## src/common/rgmii_pkg.sv

```systemverilog
package rgmii_pkg;

    ////////////////////
    // Word and CRC types
    ////////////////////

    typedef struct packed {
        logic       last;
        logic [7:0] data;
    } byte_word_t;

    typedef logic [31:0] crc_t;

    typedef enum logic [1:0] {
        IDLE,
        PREAMBLE,
        PAYLOAD,
        CHECK
    } parser_state_t;

    ////////////////////
    // Frame constants
    ////////////////////

    localparam logic [7:0] PREAMBLE_BYTE = 8'h55;
    localparam logic [7:0] SFD_BYTE      = 8'hd5;

    // Reflected Ethernet polynomial
    localparam crc_t CRC_POLY    = 32'hedb88320;
    localparam crc_t CRC_INIT    = 32'hffffffff;
    // Left in the register by a good frame and its FCS
    localparam crc_t CRC_RESIDUE = 32'hdebb20e3;

    ////////////////////
    // Sizing
    ////////////////////

    localparam int FRAME_FIFO_DEPTH = 64;
    localparam int TX_FIFO_DEPTH    = 32;
    localparam int SLOT_DEPTH       = 128;
    localparam int SLOT_ADDR_WIDTH  = $clog2(SLOT_DEPTH);
    // Two clocks per byte, so 12 byte times
    localparam int IFG_CYCLES       = 24;
    localparam int IFG_COUNT_WIDTH  = $clog2(IFG_CYCLES + 1);

endpackage

```

## src/hdl/sync_fifo.sv

```systemverilog
module sync_fifo #(
    parameter int DEPTH = 16
)(
    input  logic                  clock,
    input  logic                  arst_n,
    input  rgmii_pkg::byte_word_t write_data,
    input  logic                  write_enable,
    input  logic                  read_enable,
    output rgmii_pkg::byte_word_t read_data,
    output logic                  read_data_valid,
    output logic                  full
);

    import rgmii_pkg::*;

    byte_word_t                 memory [DEPTH];
    logic [$clog2(DEPTH)-1:0]   write_pointer;
    logic [$clog2(DEPTH)-1:0]   read_pointer;
    logic [$clog2(DEPTH+1)-1:0] count;
    logic                       push;
    logic                       pop;

    assign read_data_valid = (count != '0);
    assign full            = (count == DEPTH);
    // Writes into a full buffer are dropped
    assign push            = write_enable && !full;
    assign pop             = read_enable && read_data_valid;

    // Head word shows before it is popped
    assign read_data = memory[read_pointer];

    always_ff @(posedge clock) begin
        if (push) begin
            memory[write_pointer] <= write_data;
        end
    end

    always_ff @(posedge clock or negedge arst_n) begin
        if (!arst_n) begin
            write_pointer <= '0;
            read_pointer  <= '0;
            count         <= '0;
        end else begin
            if (push) begin
                write_pointer <= (write_pointer == DEPTH - 1) ? '0 : write_pointer + 1'b1;
            end
            if (pop) begin
                read_pointer <= (read_pointer == DEPTH - 1) ? '0 : read_pointer + 1'b1;
            end
            case ({push, pop})
                2'b10:   count <= count + 1'b1;
                2'b01:   count <= count - 1'b1;
                default: count <= count;
            endcase
        end
    end

endmodule

```

## src/rx/rgmii_byte_packager.sv

```systemverilog
module rgmii_byte_packager (
    input  logic                  clock,
    input  logic                  arst_n,
    input  logic [3:0]            phy_receive_data,
    input  logic                  phy_receive_data_control,
    output rgmii_pkg::byte_word_t packaged_data,
    output logic                  packaged_data_valid
);

    logic       high_phase;
    logic [3:0] low_nibble;
    logic [7:0] held_byte;
    logic       held_valid;
    logic       byte_done;

    // Second nibble of a pair
    assign byte_done = phy_receive_data_control && high_phase;

    // Held byte leaves when the next one completes, or as last when control drops
    assign packaged_data_valid = held_valid && (byte_done || !phy_receive_data_control);
    assign packaged_data       = {!phy_receive_data_control, held_byte};

    always_ff @(posedge clock) begin
        if (phy_receive_data_control && !high_phase) begin
            low_nibble <= phy_receive_data;
        end
        if (byte_done) begin
            held_byte <= {phy_receive_data, low_nibble};
        end
    end

    always_ff @(posedge clock or negedge arst_n) begin
        if (!arst_n) begin
            high_phase <= 1'b0;
            held_valid <= 1'b0;
        end else begin
            // An odd trailing nibble is lost here
            high_phase <= phy_receive_data_control && !high_phase;
            if (byte_done) begin
                held_valid <= 1'b1;
            end else if (!phy_receive_data_control) begin
                held_valid <= 1'b0;
            end
        end
    end

endmodule

```

## src/rx/fcs_crc32.sv

```systemverilog
module fcs_crc32 (
    input  logic       clock,
    input  logic       arst_n,
    input  logic       crc_clear,
    input  logic [7:0] crc_byte,
    input  logic       crc_enable,
    output logic       crc_match
);

    import rgmii_pkg::*;

    crc_t crc_register;

    // One byte through the reflected polynomial, LSB first
    function automatic crc_t crc_next(input crc_t crc, input logic [7:0] value);
        crc_t result;
        int   i;
        result = crc ^ {24'h000000, value};
        for (i = 0; i < 8; i++) begin
            if (result[0]) begin
                result = (result >> 1) ^ CRC_POLY;
            end else begin
                result = result >> 1;
            end
        end
        return result;
    endfunction

    // FCS bytes run through the register too, leaving the fixed residue
    assign crc_match = (crc_register == CRC_RESIDUE);

    always_ff @(posedge clock or negedge arst_n) begin
        if (!arst_n) begin
            crc_register <= CRC_INIT;
        end else if (crc_clear) begin
            crc_register <= CRC_INIT;
        end else if (crc_enable) begin
            crc_register <= crc_next(crc_register, crc_byte);
        end
    end

endmodule

```

## src/rx/ethernet_frame_parser.sv

```systemverilog
module ethernet_frame_parser (
    input  logic                  clock,
    input  logic                  arst_n,
    input  rgmii_pkg::byte_word_t data,
    input  logic                  data_valid,
    output logic                  data_ready,
    output logic                  crc_clear,
    output logic [7:0]            crc_byte,
    output logic                  crc_enable,
    input  logic                  crc_match,
    output rgmii_pkg::byte_word_t slot_data,
    output logic                  slot_data_valid,
    output logic                  good_frame,
    output logic                  bad_frame
);

    import rgmii_pkg::*;

    parser_state_t state;
    parser_state_t state_next;
    logic          take;
    logic          sfd_seen;

    // CHECK is the only cycle without a read
    assign data_ready = (state != CHECK);
    assign take       = data_ready && data_valid;

    assign sfd_seen = take && (state == PREAMBLE) && !data.last && (data.data == SFD_BYTE);

    assign crc_byte  = data.data;
    assign slot_data = data;

    // Fresh CRC for every frame
    assign crc_clear       = sfd_seen;
    assign crc_enable      = take && (state == PAYLOAD);
    assign slot_data_valid = take && (state == PAYLOAD);

    // crc_match has settled one cycle after the last byte
    assign good_frame = (state == CHECK) && crc_match;
    assign bad_frame  = (state == CHECK) && !crc_match;

    always_comb begin
        state_next = state;
        case (state)
            IDLE: begin
                if (take && !data.last && (data.data == PREAMBLE_BYTE)) begin
                    state_next = PREAMBLE;
                end
            end
            PREAMBLE: begin
                if (sfd_seen) begin
                    state_next = PAYLOAD;
                end else if (take && (data.last || (data.data != PREAMBLE_BYTE))) begin
                    // Broken preamble, nothing reaches the slot
                    state_next = IDLE;
                end
            end
            PAYLOAD: begin
                if (take && data.last) begin
                    state_next = CHECK;
                end
            end
            CHECK: begin
                state_next = IDLE;
            end
            default: begin
                state_next = IDLE;
            end
        endcase
    end

    always_ff @(posedge clock or negedge arst_n) begin
        if (!arst_n) begin
            state <= IDLE;
        end else begin
            state <= state_next;
        end
    end

endmodule

```

## src/rx/receive_slot.sv

```systemverilog
module receive_slot (
    input  logic                  clock,
    input  logic                  arst_n,
    input  rgmii_pkg::byte_word_t slot_data,
    input  logic                  slot_data_valid,
    input  logic                  good_frame,
    input  logic                  bad_frame,
    output rgmii_pkg::byte_word_t receive_data,
    output logic                  receive_data_valid,
    input  logic                  receive_data_enable
);

    import rgmii_pkg::*;

    byte_word_t               memory [SLOT_DEPTH];
    logic [SLOT_ADDR_WIDTH:0] write_pointer;
    logic [SLOT_ADDR_WIDTH:0] commit_pointer;
    logic [SLOT_ADDR_WIDTH:0] read_pointer;
    logic [SLOT_ADDR_WIDTH:0] used_words;
    logic                     drop;
    logic                     slot_full;
    logic                     store;
    logic                     pop;

    // Extra pointer bit tells full from empty
    assign used_words = write_pointer - read_pointer;
    assign slot_full  = used_words[SLOT_ADDR_WIDTH];
    assign store      = slot_data_valid && !drop && !slot_full;

    // Only committed words are visible
    assign receive_data_valid = (read_pointer != commit_pointer);
    assign receive_data       = memory[read_pointer[SLOT_ADDR_WIDTH-1:0]];
    assign pop                = receive_data_enable && receive_data_valid;

    always_ff @(posedge clock) begin
        if (store) begin
            memory[write_pointer[SLOT_ADDR_WIDTH-1:0]] <= slot_data;
        end
    end

    always_ff @(posedge clock or negedge arst_n) begin
        if (!arst_n) begin
            write_pointer  <= '0;
            commit_pointer <= '0;
            read_pointer   <= '0;
            drop           <= 1'b0;
        end else begin
            if (store) begin
                write_pointer <= write_pointer + 1'b1;
            end
            // Overflow mid-frame, rest of the frame is ignored
            if (slot_data_valid && slot_full) begin
                drop <= 1'b1;
            end
            if (good_frame && !drop) begin
                commit_pointer <= write_pointer;
            end
            // Rollback on a bad or truncated frame
            if (bad_frame || (good_frame && drop)) begin
                write_pointer <= commit_pointer;
            end
            if (good_frame || bad_frame) begin
                drop <= 1'b0;
            end
            if (pop) begin
                read_pointer <= read_pointer + 1'b1;
            end
        end
    end

endmodule

```

## src/hdl/rgmii_byte_shipper.sv

```systemverilog
module rgmii_byte_shipper (
    input  logic                  clock,
    input  logic                  arst_n,
    input  rgmii_pkg::byte_word_t data,
    input  logic                  data_valid,
    output logic                  data_ready,
    output logic [3:0]            phy_transmit_data,
    output logic                  phy_transmit_data_valid
);

    import rgmii_pkg::*;

    logic                       high_phase;
    logic [IFG_COUNT_WIDTH-1:0] gap_count;
    logic                       start_word;

    assign start_word = !high_phase && data_valid && (gap_count == '0);

    // Word is popped with its high nibble
    assign data_ready = high_phase;

    always_ff @(posedge clock) begin
        phy_transmit_data <= high_phase ? data.data[7:4] : data.data[3:0];
    end

    always_ff @(posedge clock or negedge arst_n) begin
        if (!arst_n) begin
            high_phase              <= 1'b0;
            gap_count               <= '0;
            phy_transmit_data_valid <= 1'b0;
        end else begin
            phy_transmit_data_valid <= start_word || high_phase;
            if (start_word) begin
                high_phase <= 1'b1;
            end else if (high_phase) begin
                high_phase <= 1'b0;
                // Inter-frame gap after the last byte
                if (data.last) begin
                    gap_count <= IFG_COUNT_WIDTH'(IFG_CYCLES);
                end
            end else if (gap_count != '0) begin
                gap_count <= gap_count - 1'b1;
            end
        end
    end

endmodule

```

## src/hdl/rgmii_port.sv

```systemverilog
module rgmii_port (
    input  logic                  clock,
    input  logic                  arst_n,
    input  logic [3:0]            phy_receive_data,
    input  logic                  phy_receive_data_control,
    output rgmii_pkg::byte_word_t receive_data,
    output logic                  receive_data_valid,
    input  logic                  receive_data_enable,
    input  rgmii_pkg::byte_word_t transmit_data,
    input  logic                  transmit_data_enable,
    output logic                  transmit_data_ready,
    output logic [3:0]            phy_transmit_data,
    output logic                  phy_transmit_data_valid
);

    import rgmii_pkg::*;

    ////////////////////
    // Receive path
    ////////////////////

    byte_word_t packaged_data;
    logic       packaged_data_valid;
    byte_word_t frame_fifo_read_data;
    logic       frame_fifo_read_data_valid;
    logic       frame_fifo_read_enable;
    logic       crc_clear;
    logic [7:0] crc_byte;
    logic       crc_enable;
    logic       crc_match;
    byte_word_t slot_data;
    logic       slot_data_valid;
    logic       good_frame;
    logic       bad_frame;

    rgmii_byte_packager rgmii_byte_packager (
        .clock                    (clock),
        .arst_n                   (arst_n),
        .phy_receive_data         (phy_receive_data),
        .phy_receive_data_control (phy_receive_data_control),
        .packaged_data            (packaged_data),
        .packaged_data_valid      (packaged_data_valid)
    );

    // Overflow here loses words, the CRC then rejects the frame
    sync_fifo #(
        .DEPTH (FRAME_FIFO_DEPTH)
    ) frame_fifo (
        .clock           (clock),
        .arst_n          (arst_n),
        .write_data      (packaged_data),
        .write_enable    (packaged_data_valid),
        .read_enable     (frame_fifo_read_enable),
        .read_data       (frame_fifo_read_data),
        .read_data_valid (frame_fifo_read_data_valid),
        .full            ()
    );

    ethernet_frame_parser ethernet_frame_parser (
        .clock           (clock),
        .arst_n          (arst_n),
        .data            (frame_fifo_read_data),
        .data_valid      (frame_fifo_read_data_valid),
        .data_ready      (frame_fifo_read_enable),
        .crc_clear       (crc_clear),
        .crc_byte        (crc_byte),
        .crc_enable      (crc_enable),
        .crc_match       (crc_match),
        .slot_data       (slot_data),
        .slot_data_valid (slot_data_valid),
        .good_frame      (good_frame),
        .bad_frame       (bad_frame)
    );

    fcs_crc32 fcs_crc32 (
        .clock      (clock),
        .arst_n     (arst_n),
        .crc_clear  (crc_clear),
        .crc_byte   (crc_byte),
        .crc_enable (crc_enable),
        .crc_match  (crc_match)
    );

    receive_slot receive_slot (
        .clock               (clock),
        .arst_n              (arst_n),
        .slot_data           (slot_data),
        .slot_data_valid     (slot_data_valid),
        .good_frame          (good_frame),
        .bad_frame           (bad_frame),
        .receive_data        (receive_data),
        .receive_data_valid  (receive_data_valid),
        .receive_data_enable (receive_data_enable)
    );

    ////////////////////
    // Transmit path
    ////////////////////

    byte_word_t transmit_fifo_read_data;
    logic       transmit_fifo_read_data_valid;
    logic       transmit_fifo_read_enable;
    logic       transmit_fifo_full;

    assign transmit_data_ready = !transmit_fifo_full;

    sync_fifo #(
        .DEPTH (TX_FIFO_DEPTH)
    ) transmit_fifo (
        .clock           (clock),
        .arst_n          (arst_n),
        .write_data      (transmit_data),
        .write_enable    (transmit_data_enable),
        .read_enable     (transmit_fifo_read_enable),
        .read_data       (transmit_fifo_read_data),
        .read_data_valid (transmit_fifo_read_data_valid),
        .full            (transmit_fifo_full)
    );

    rgmii_byte_shipper rgmii_byte_shipper (
        .clock                   (clock),
        .arst_n                  (arst_n),
        .data                    (transmit_fifo_read_data),
        .data_valid              (transmit_fifo_read_data_valid),
        .data_ready              (transmit_fifo_read_enable),
        .phy_transmit_data       (phy_transmit_data),
        .phy_transmit_data_valid (phy_transmit_data_valid)
    );

endmodule

```

## config.mk

```make
export PLATFORM = sky130hd
export DESIGN_NAME = rgmii_port
export DESIGN_NICKNAME = d
export VERILOG_FILES = /design/src/common/rgmii_pkg.sv /design/src/hdl/sync_fifo.sv /design/src/rx/rgmii_byte_packager.sv /design/src/rx/fcs_crc32.sv /design/src/rx/ethernet_frame_parser.sv /design/src/rx/receive_slot.sv /design/src/hdl/rgmii_byte_shipper.sv /design/src/hdl/rgmii_port.sv
export SDC_FILE = /design/constraint.sdc
export NUM_CORES = 2
export LEC_CHECK = 0
export BUFFER_PORTS_ARGS = -buffer_cell sky130_fd_sc_hd__buf_2
export CAP_MARGIN = 5
export CORE_MARGIN = 2
export CORE_UTILIZATION = 40
export DETAILED_ROUTE_END_ITERATION = 12
export GPL_ROUTABILITY_DRIVEN = 0
export GPL_TIMING_DRIVEN = 0
export PLACE_DENSITY = 0.65
export REMOVE_ABC_BUFFERS = 1
export SLEW_MARGIN = 20
export SYNTH_ARGS = -nofsm -noshare
export SYNTH_HDL_FRONTEND = slang
export SYNTH_SLANG_ARGS = --single-unit
```

## constraint.sdc

```tcl
create_clock -name clock -period 14.7 [get_ports clock]
set_input_delay 0.735 -clock clock [delete_from_list [all_inputs] [get_ports clock]]
set_output_delay 0.735 -clock clock [all_outputs]
set_load 0.005 [all_outputs]
```

=== Word-level counts from Yosys, hierarchy flattened ===
Memories as Yosys holds them, arrays and structs flattened.
Index checks and enable logic that the tools add are counted.

* Output and inout bits: 16
* Memories kept: 3
* Memory bits (writable): 2016
* Register bits after elaboration: 119
* Latch bits: 0
* Logic and storage cells: 173
* ROM bits: 0
* Input bits: 18

{| class="wikitable"
|+ Memory list
! memory !! words !! bits a word !! read ports !! clocked after Yosys merged registers in !! write ports !! RTL line !! RTL
|-
| receive_slot.memory || 128 || 9 || 1 || 0 || 1 || receive_slot.sv:15 || <nowiki>byte_word_t memory [SLOT_DEPTH];</nowiki>
|-
| frame_fifo.memory || 64 || 9 || 1 || 0 || 1 || sync_fifo.sv:16 || <nowiki>byte_word_t memory [DEPTH];</nowiki>
|-
| transmit_fifo.memory || 32 || 9 || 1 || 0 || 1 || sync_fifo.sv:16 ||
|}

* $lt $le $gt $ge: 0
* Multipliers: 0
* Div/mod/pow operators: 0
* Shift-type cells: 0
* Mux-type cells: 52
* Bitwise operators: 10
* Equality and inequality tests: 24
* Add/subtract/negate cells: 12
* Reductions and logical operators: 52

{| class="wikitable"
|+ Operator list
! operator !! number
|-
| 32-bit two-way mux || 24
|-
| 13-bit NOT with 14-bit output || 8
|-
| 32-bit equality test (second input constant) || 1
|-
| 32-bit by 8-bit bitwise XOR with 32-bit output || 1
|-
| 1-bit logical AND || 25
|-
| 5-bit two-way mux || 5
|-
| 6-bit by 1-bit adder with 6-bit output (second input constant) || 3
|-
| 6-bit equality test (second input constant) || 3
|-
| 8-bit by 1-bit adder with 8-bit output (second input constant) || 2
|-
| 8-bit two-way mux || 2
|-
| 7-bit case mux with 2 select lines || 1
|-
| 6-bit two-way mux || 2
|-
| 6-bit case mux with 2 select lines || 1
|-
| 2-bit nonzero test || 6
|-
| 1-bit two-way mux || 11
|-
| 5-bit by 1-bit adder with 5-bit output (second input constant) || 2
|-
| 5-bit equality test (second input constant) || 2
|-
| 1-bit logical NOT || 9
|-
| 2-bit equality test (second input constant) || 4
|-
| 8-bit by 7-bit equality test with 1-bit output (second input constant) || 1
|-
| 8-bit equality test (second input constant) || 1
|-
| 2-bit two-way mux || 4
|-
| 8-bit by 7-bit inequality test with 1-bit output (second input constant) || 1
|-
| 8-bit inequality test || 1
|-
| 20 further kinds || 30
|}

=== Logic depth before layout (Yosys ltp) ===
* Word-level depth: 34
* Depth in mapped cells: 16

=== Cells and area by module ===
A second synthesis with hierarchy kept.

* Cell total of the unflattened synthesis: 4466
* Area total of the unflattened synthesis: 85709.7 um^2

{| class="wikitable"
|+ By module, submodules not included
! module !! area each (um^2) !! cells each !! sequential area each (um^2) !! instances
|-
| receive_slot || 46364.5 || 2363 || 35218.8 || 1
|-
| sync_fifo at frame_fifo || 23704.0 || 1184 || 17772.0 || 1
|-
| sync_fifo at transmit_fifo || 12210.5 || 626 || 9048.7 || 1
|-
| fcs_crc32 || 2208.4 || 197 || 840.8 || 1
|-
| rgmii_byte_shipper || 464.2 || 39 || 255.2 || 1
|-
| rgmii_byte_packager || 451.7 || 20 || 410.4 || 1
|-
| ethernet_frame_parser || 302.8 || 36 || 50.0 || 1
|-
| rgmii_port || 3.8 || 1 || 0.0 || 1
|}

=== Worst setup path after synthesis ===
Ideal clock, no wire load.

* Path kind: register to register
* From: register frame_fifo.read_pointer[0]
* To: register fcs_crc32.crc_register[20]
* Path buffers: 4
* Stages on the path, launching flop included: 14
* Data arrival time: 7.139 ns
* Slack: 7.482 ns
* Setup time: 0.079 ns
* Cell sequence: dfrtp_1 -> buf_6 -> buf_12 -> buf_8 -> buf_12 -> mux4_2 -> mux2i_1 -> mux4_2 -> mux2i_1 -> xnor2_2 -> xnor2_1 -> xnor2_1 -> xnor3_1 -> a22oi_2

* Elaborated cells on any way between the ends: 37

{| class="wikitable"
|+ RTL lines
! item !! RTL line !! RTL
|-
| start: declaration || sync_fifo.sv:18 || <nowiki>logic [$clog2(DEPTH)-1:0] read_pointer;</nowiki>
|-
| start signal: assignment || sync_fifo.sv:48 || <nowiki>read_pointer <= (read_pointer == DEPTH - 1) ? '0 : read_pointer + 1'b1;</nowiki>
|-
| memory read 64 x 9 bit * || n/a ||
|-
| net crc_byte[3] || rgmii_port.sv:28 || <nowiki>logic [7:0] crc_byte;</nowiki>
|-
| 32-bit by 8-bit bitwise XOR with 32-bit output || fcs_crc32.sv:18 || <nowiki>result = crc ^ {24'h000000, value};</nowiki>
|-
| 32-bit two-way mux || fcs_crc32.sv:20 || <nowiki>if (result[0]) begin</nowiki>
|-
| 32-bit two-way mux || fcs_crc32.sv:37 || <nowiki>end else if (crc_enable) begin</nowiki>
|-
| 32-bit two-way mux || fcs_crc32.sv:35 || <nowiki>end else if (crc_clear) begin</nowiki>
|-
| 32-bit two-way mux || fcs_crc32.sv:20 ||
|-
| 32-bit two-way mux || fcs_crc32.sv:37 ||
|-
| [14 not listed] || n/a ||
|-
| 13-bit NOT with 14-bit output (no line) || n/a ||
|-
| 32-bit two-way mux || fcs_crc32.sv:20 ||
|-
| 32-bit two-way mux || fcs_crc32.sv:37 ||
|-
| 32-bit two-way mux || fcs_crc32.sv:35 ||
|-
| 13-bit NOT with 14-bit output (no line) || n/a ||
|-
| 32-bit two-way mux || fcs_crc32.sv:20 ||
|-
| 32-bit two-way mux || fcs_crc32.sv:37 ||
|-
| 32-bit two-way mux || fcs_crc32.sv:35 ||
|-
| end signal: assignment || fcs_crc32.sv:38 || <nowiki>crc_register <= crc_next(crc_register, crc_byte);</nowiki>
|-
| end: declaration || fcs_crc32.sv:12 || <nowiki>crc_t crc_register;</nowiki>
|}

The timed path passes the listed nets; every way through them passes the cells marked *. The select of a mux whose other input is x is not followed.
A chain may end at the register's enable or synchronous reset.

=== Worst setup path in the final report ===
* From: register receive_slot.read_pointer[1]
* To: memory receive_slot.memory[46][1] (netlist bit) (enable)

* Word-level cells in the longest chain between the ends: 5

{| class="wikitable"
|+ RTL lines
! item !! RTL line !! RTL
|-
| start: declaration || receive_slot.sv:18 || <nowiki>logic [SLOT_ADDR_WIDTH:0] read_pointer;</nowiki>
|-
| start signal: assignment || receive_slot.sv:66 || <nowiki>read_pointer <= read_pointer + 1'b1;</nowiki>
|-
| 8-bit subtractor || receive_slot.sv:26 || <nowiki>assign used_words = write_pointer - read_pointer;</nowiki>
|-
| 1-bit logical NOT || receive_slot.sv:28 || <nowiki>assign store = slot_data_valid && !drop && !slot_full;</nowiki>
|-
| 1-bit logical AND || receive_slot.sv:28 ||
|-
| 1-bit two-way mux || receive_slot.sv:36 || <nowiki>if (store) begin</nowiki>
|-
| 1-bit two-way mux (implied by the code) || receive_slot.sv:37 || <nowiki>memory[write_pointer[SLOT_ADDR_WIDTH-1:0]] <= slot_data;</nowiki>
|-
| end: declaration || receive_slot.sv:15 ||
|}

No other way between the ends.

==> flow_summary.toml <==
[cells_and_area]
n_antenna_cell = 0
syn_to_final_growth_pct = 14.0
fin_nets = 4122
stdcell_area_um2 = 96600
instances_no_fill = 7059
drive_gt1_share_pct = 27.7

[hold_path]
min_to = "rgmii_byte_packager.low_nibble[0]"
hold_path.class = "primary input to flip-flop"
hold-path-cell-count = 1
hold_start = "phy_receive_data[0]"

[logic_synthesis]
synth_cell_types = 87
syn_area_um2 = 84700
postSynthCellCount = 3933
ys_seq_area_share_pct = 75.0
ys.flop_type = "edfxtp_1"
ys_seq_elements = 2135
synth_area_per_cell_um2 = 21.5
yosysWarningCount = 0
synth_edf_count = 2028
async_flop_share_pct = 4.82

[timing]
maxSlewViolCount = 0
tightest_slew_ns = 1.13
relSlewSlack_pct = 24.4
timing.fmax_mhz = 177
rsz0062_at_grt = "no"
period_needed_ns = 5.66
hold_slack_ns = 0.0676
finalCritPeriodShare_pct = 38.5
report.final.hold_viol_count = 0
setup_viol = 0
skew_ns = 0.0583

[cts]
cts_num_sinks = 2135
clockBufferDepth = 3
path_clk_slew_ns = 0.06
htreeDepth = 4
ctsRootBufferMaster = "clkbuf_16"
clk_latency_ns = 0.86
cts_buffers = 211
cts-resized-gates = 0
cts_tree = "done"

[placed_design]
hpwl_um = 114000
io_buffers = 33
dp_cells = 6663
dpl_cell_area_um2 = 89500

[routing]
vias = 39230
postRouteAntennaNets = 0
drc = 0
drt_iter0_markers = 4308
vias_per_cell = 5.56
routed_wl_um = 183000
detail_route.wl_per_cell_um = 26.0
drt-pass1-iter-count = 5

[pwr]
clockPowerShare_pct = 25.3
p_int_mw = 14.6
ir_drop_v = 0.000243
pwr-share-comb_pct = 35.3
p_switching_mw = 7.02
power_density_nw_per_um2 = 224
p_leak_nw = 30.4
seq_power_share_pct = 39.4
power_switching_share_pct = 32.4

[critical_path]
cp_cell_sequence = "buf_12 -> inv_1 -> ha_1 -> a21o_1 -> a21o_1 -> a21o_1 -> a21o_1 -> a21o_1 -> a21oi_1 -> xnor2_2 -> or4_2 -> nor2_1"
crit_required_ns = 15.18
start_kind = "flip-flop"
slowest_stage = "or4_2"
cpMostUsedCell = "a21o_1"
rrSetupSlack_ns = 9.04
crit_family = "simple AND/OR/NAND/NOR gates"
path_max_fanout = 36
critPathCaptureType = "flip-flop"
cp.buffers_inverters = 2
r2r_start = "receive_slot.read_pointer[1]"
r2r-end = "receive_slot.memory[46][1]"
reg2reg_depth = 12
crit_type = "flip-flop to flip-flop"
arrival_ns = 6.14
max_stage_delay_ns = 1.16

[floorplan]
die-width_um = 464
rows = 168
die_area_um2 = 216000
die_y_um = 464
initial_core_util_pct = 40.4
ios = 34
coreArea_um2 = 210000

[grt]
globalRouteTotalUtil_pct = 16.9
antenna_found_initial = 3
grt_start_max_net_pins = 90
grt_pass1_vias = 39951
grt_pass1_wl_um = 271000
overflow = 0

[outcome]
status = "finished clean"

[run]
cap_violations = 0
## layer usage
layer | up-vias | part of all wire, % | global-route usage [%]
met5 | - | 0 | 0
met4 | 0 | 2.4 | 4.56
met3 | 293 | 6.6 | 2.89
met2 | 1403 | 49 | 27.1
met1 | 20913 | 42 | 24.1
li1 | 16621 | - | -
## sequential cells by signal, summed over array words and instances, names as in the netlist, 7 cells and up, named ones only
signal                         flops
fcs_crc32.crc_register            32
frame_fifo.count                   7
frame_fifo.memory                576
receive_slot.commit_pointer        8
receive_slot.memory             1152
receive_slot.read_pointer          8
receive_slot.write_pointer         8
rgmii_byte_packager.held_byte      8
transmit_fifo.memory             288
## area by class of cell
class	count	area [um^2]
Clock buffer	259	5550
Timing Repair Buffer	130	2180
Clock inverter	136	1520
Tap cell	2805	3510
Fill cell	17040	113000
Sequential cell	2135	63600
Multi-Input combinational cell	1564	20100
Inverter	30	130
## worst register-to-register path, cell delays in order (launching register included)
cell and delay [ns]:
dfrtp_4 0.75, buf_12 0.32, inv_1 0.16, ha_1 0.31
a21o_1 0.16, a21o_1 0.20, a21o_1 0.18, a21o_1 0.18
a21o_1 0.17, a21oi_1 0.41, xnor2_2 0.33, or4_2 1.16
nor2_1 0.94
## cells by family (layout without fill, tap and decap cells)
logic type / count (synthesis) / in the layout / synth area share, %
AND/OR/NAND/NOR: 577 / 577 / 2.99
flip-flops: 2135 / 2135 / 75.0
buffers and inverters: 234 / 555 / 1.37
adder cells (fa/ha/maj): 32 / 32 / 0.490
multiplexers: 686 / 686 / 17.4
XOR/XNOR: 104 / 104 / 1.28
AO/OA/AOI/OAI: 165 / 165 / 1.47
## worst max path at each step
stage / startpoint / endpoint / slack (ns) / cells after the start
floorplan: receive_slot.read_pointer[0] / receive_slot.memory[78][0] / 1.11 / 10
global placement: receive_slot.read_pointer[0] / receive_slot.memory[106][4] / -5.90 / 10
detailed placement: receive_slot.read_pointer[1] / receive_slot.memory[4][3] / 9.07 / 14
CTS: receive_slot.read_pointer[1] / receive_slot.memory[14][7] / 9.02 / 12
global route: receive_slot.read_pointer[1] / receive_slot.memory[4][3] / 8.81 / 14
finish: receive_slot.read_pointer[1] / receive_slot.memory[46][1] / 9.04 / 12
## cell usage after synthesis, drive strengths merged (10+ instances only)
cell type | instances | share of area [%]
dfrtp | 71 | 2.1
nor2 | 300 | 1.3
nand4 | 13 | 0.10
nand2 | 142 | 0.63
nor2b | 14 | 0.10
edfxtp | 2028 | 72
clkbuf | 99 | 0.44
mux2i | 44 | 0.53
a21o | 11 | 0.097
mux2 | 26 | 0.35
o21ai | 32 | 0.19
and2 | 10 | 0.074
a21oi | 27 | 0.17
xnor2 | 55 | 0.58
mux4 | 616 | 16
nor3 | 10 | 0.059
ha | 30 | 0.44
dfstp | 32 | 0.99
a22oi | 36 | 0.45
inv | 29 | 0.13
xor2 | 44 | 0.57
nand3b | 10 | 0.089
buf | 104 | 0.78
nand3 | 26 | 0.15
## what timing repair did
item,in CTS,in global routing
hold buffers,1,0
hold endpoints to repair,23,0
setup buffers,0,0
## power groups by stage
stage | clock (mW) | combinational (mW) | sequential, mW
2_1_floorplan | 0 | 5.06 | 9.16
4_1_cts | 5.57 | 7.75 | 8.53
6_report | 5.48 | 7.64 | 8.53
5_1_grt | 5.82 | 8.16 | 8.56
3_5_place_dp | 0 | 7.73 | 8.66
3_3_place_gp | 0 | 7.24 | 9.72
## through the flow
| step | setup slack (ns) | power, mW | util [%] | TNS [ns] |
|---|---|---|---|---|
| finish | 9.04 | 21.6 | 46.0 | 0 |
| floorplan | 1.11 | 14.2 | - | 0 |
| CTS | 9.02 | 21.8 | 46.0 | 0 |
| global placement | -5.90 | 17.0 | 41.6 | -7460.70 |
| global route | 8.81 | 22.5 | 46.0 | 0 |
| detailed placement | 9.07 | 16.4 | 42.6 | 0 |
## cell usage in the layout, fill, tap and decap left out, types with 32 or more instances in the layout
cell type  Yosys  routed
dfstp_2       32      32
xnor2_1       54      53
clkbuf_16      0     212
dfrtp_1       71      59
buf_16         0      41
clkinv_1       1      34
buf_2         19      32
clkbuf_1      99      40
clkinv_2       0      47
mux2i_1       43      42
nand2_1      141     140
mux4_2       592     592
xor2_1        36      36
edfxtp_1    2028    2028
nor2_1       300     295
(Power assumes the default switching activity.)
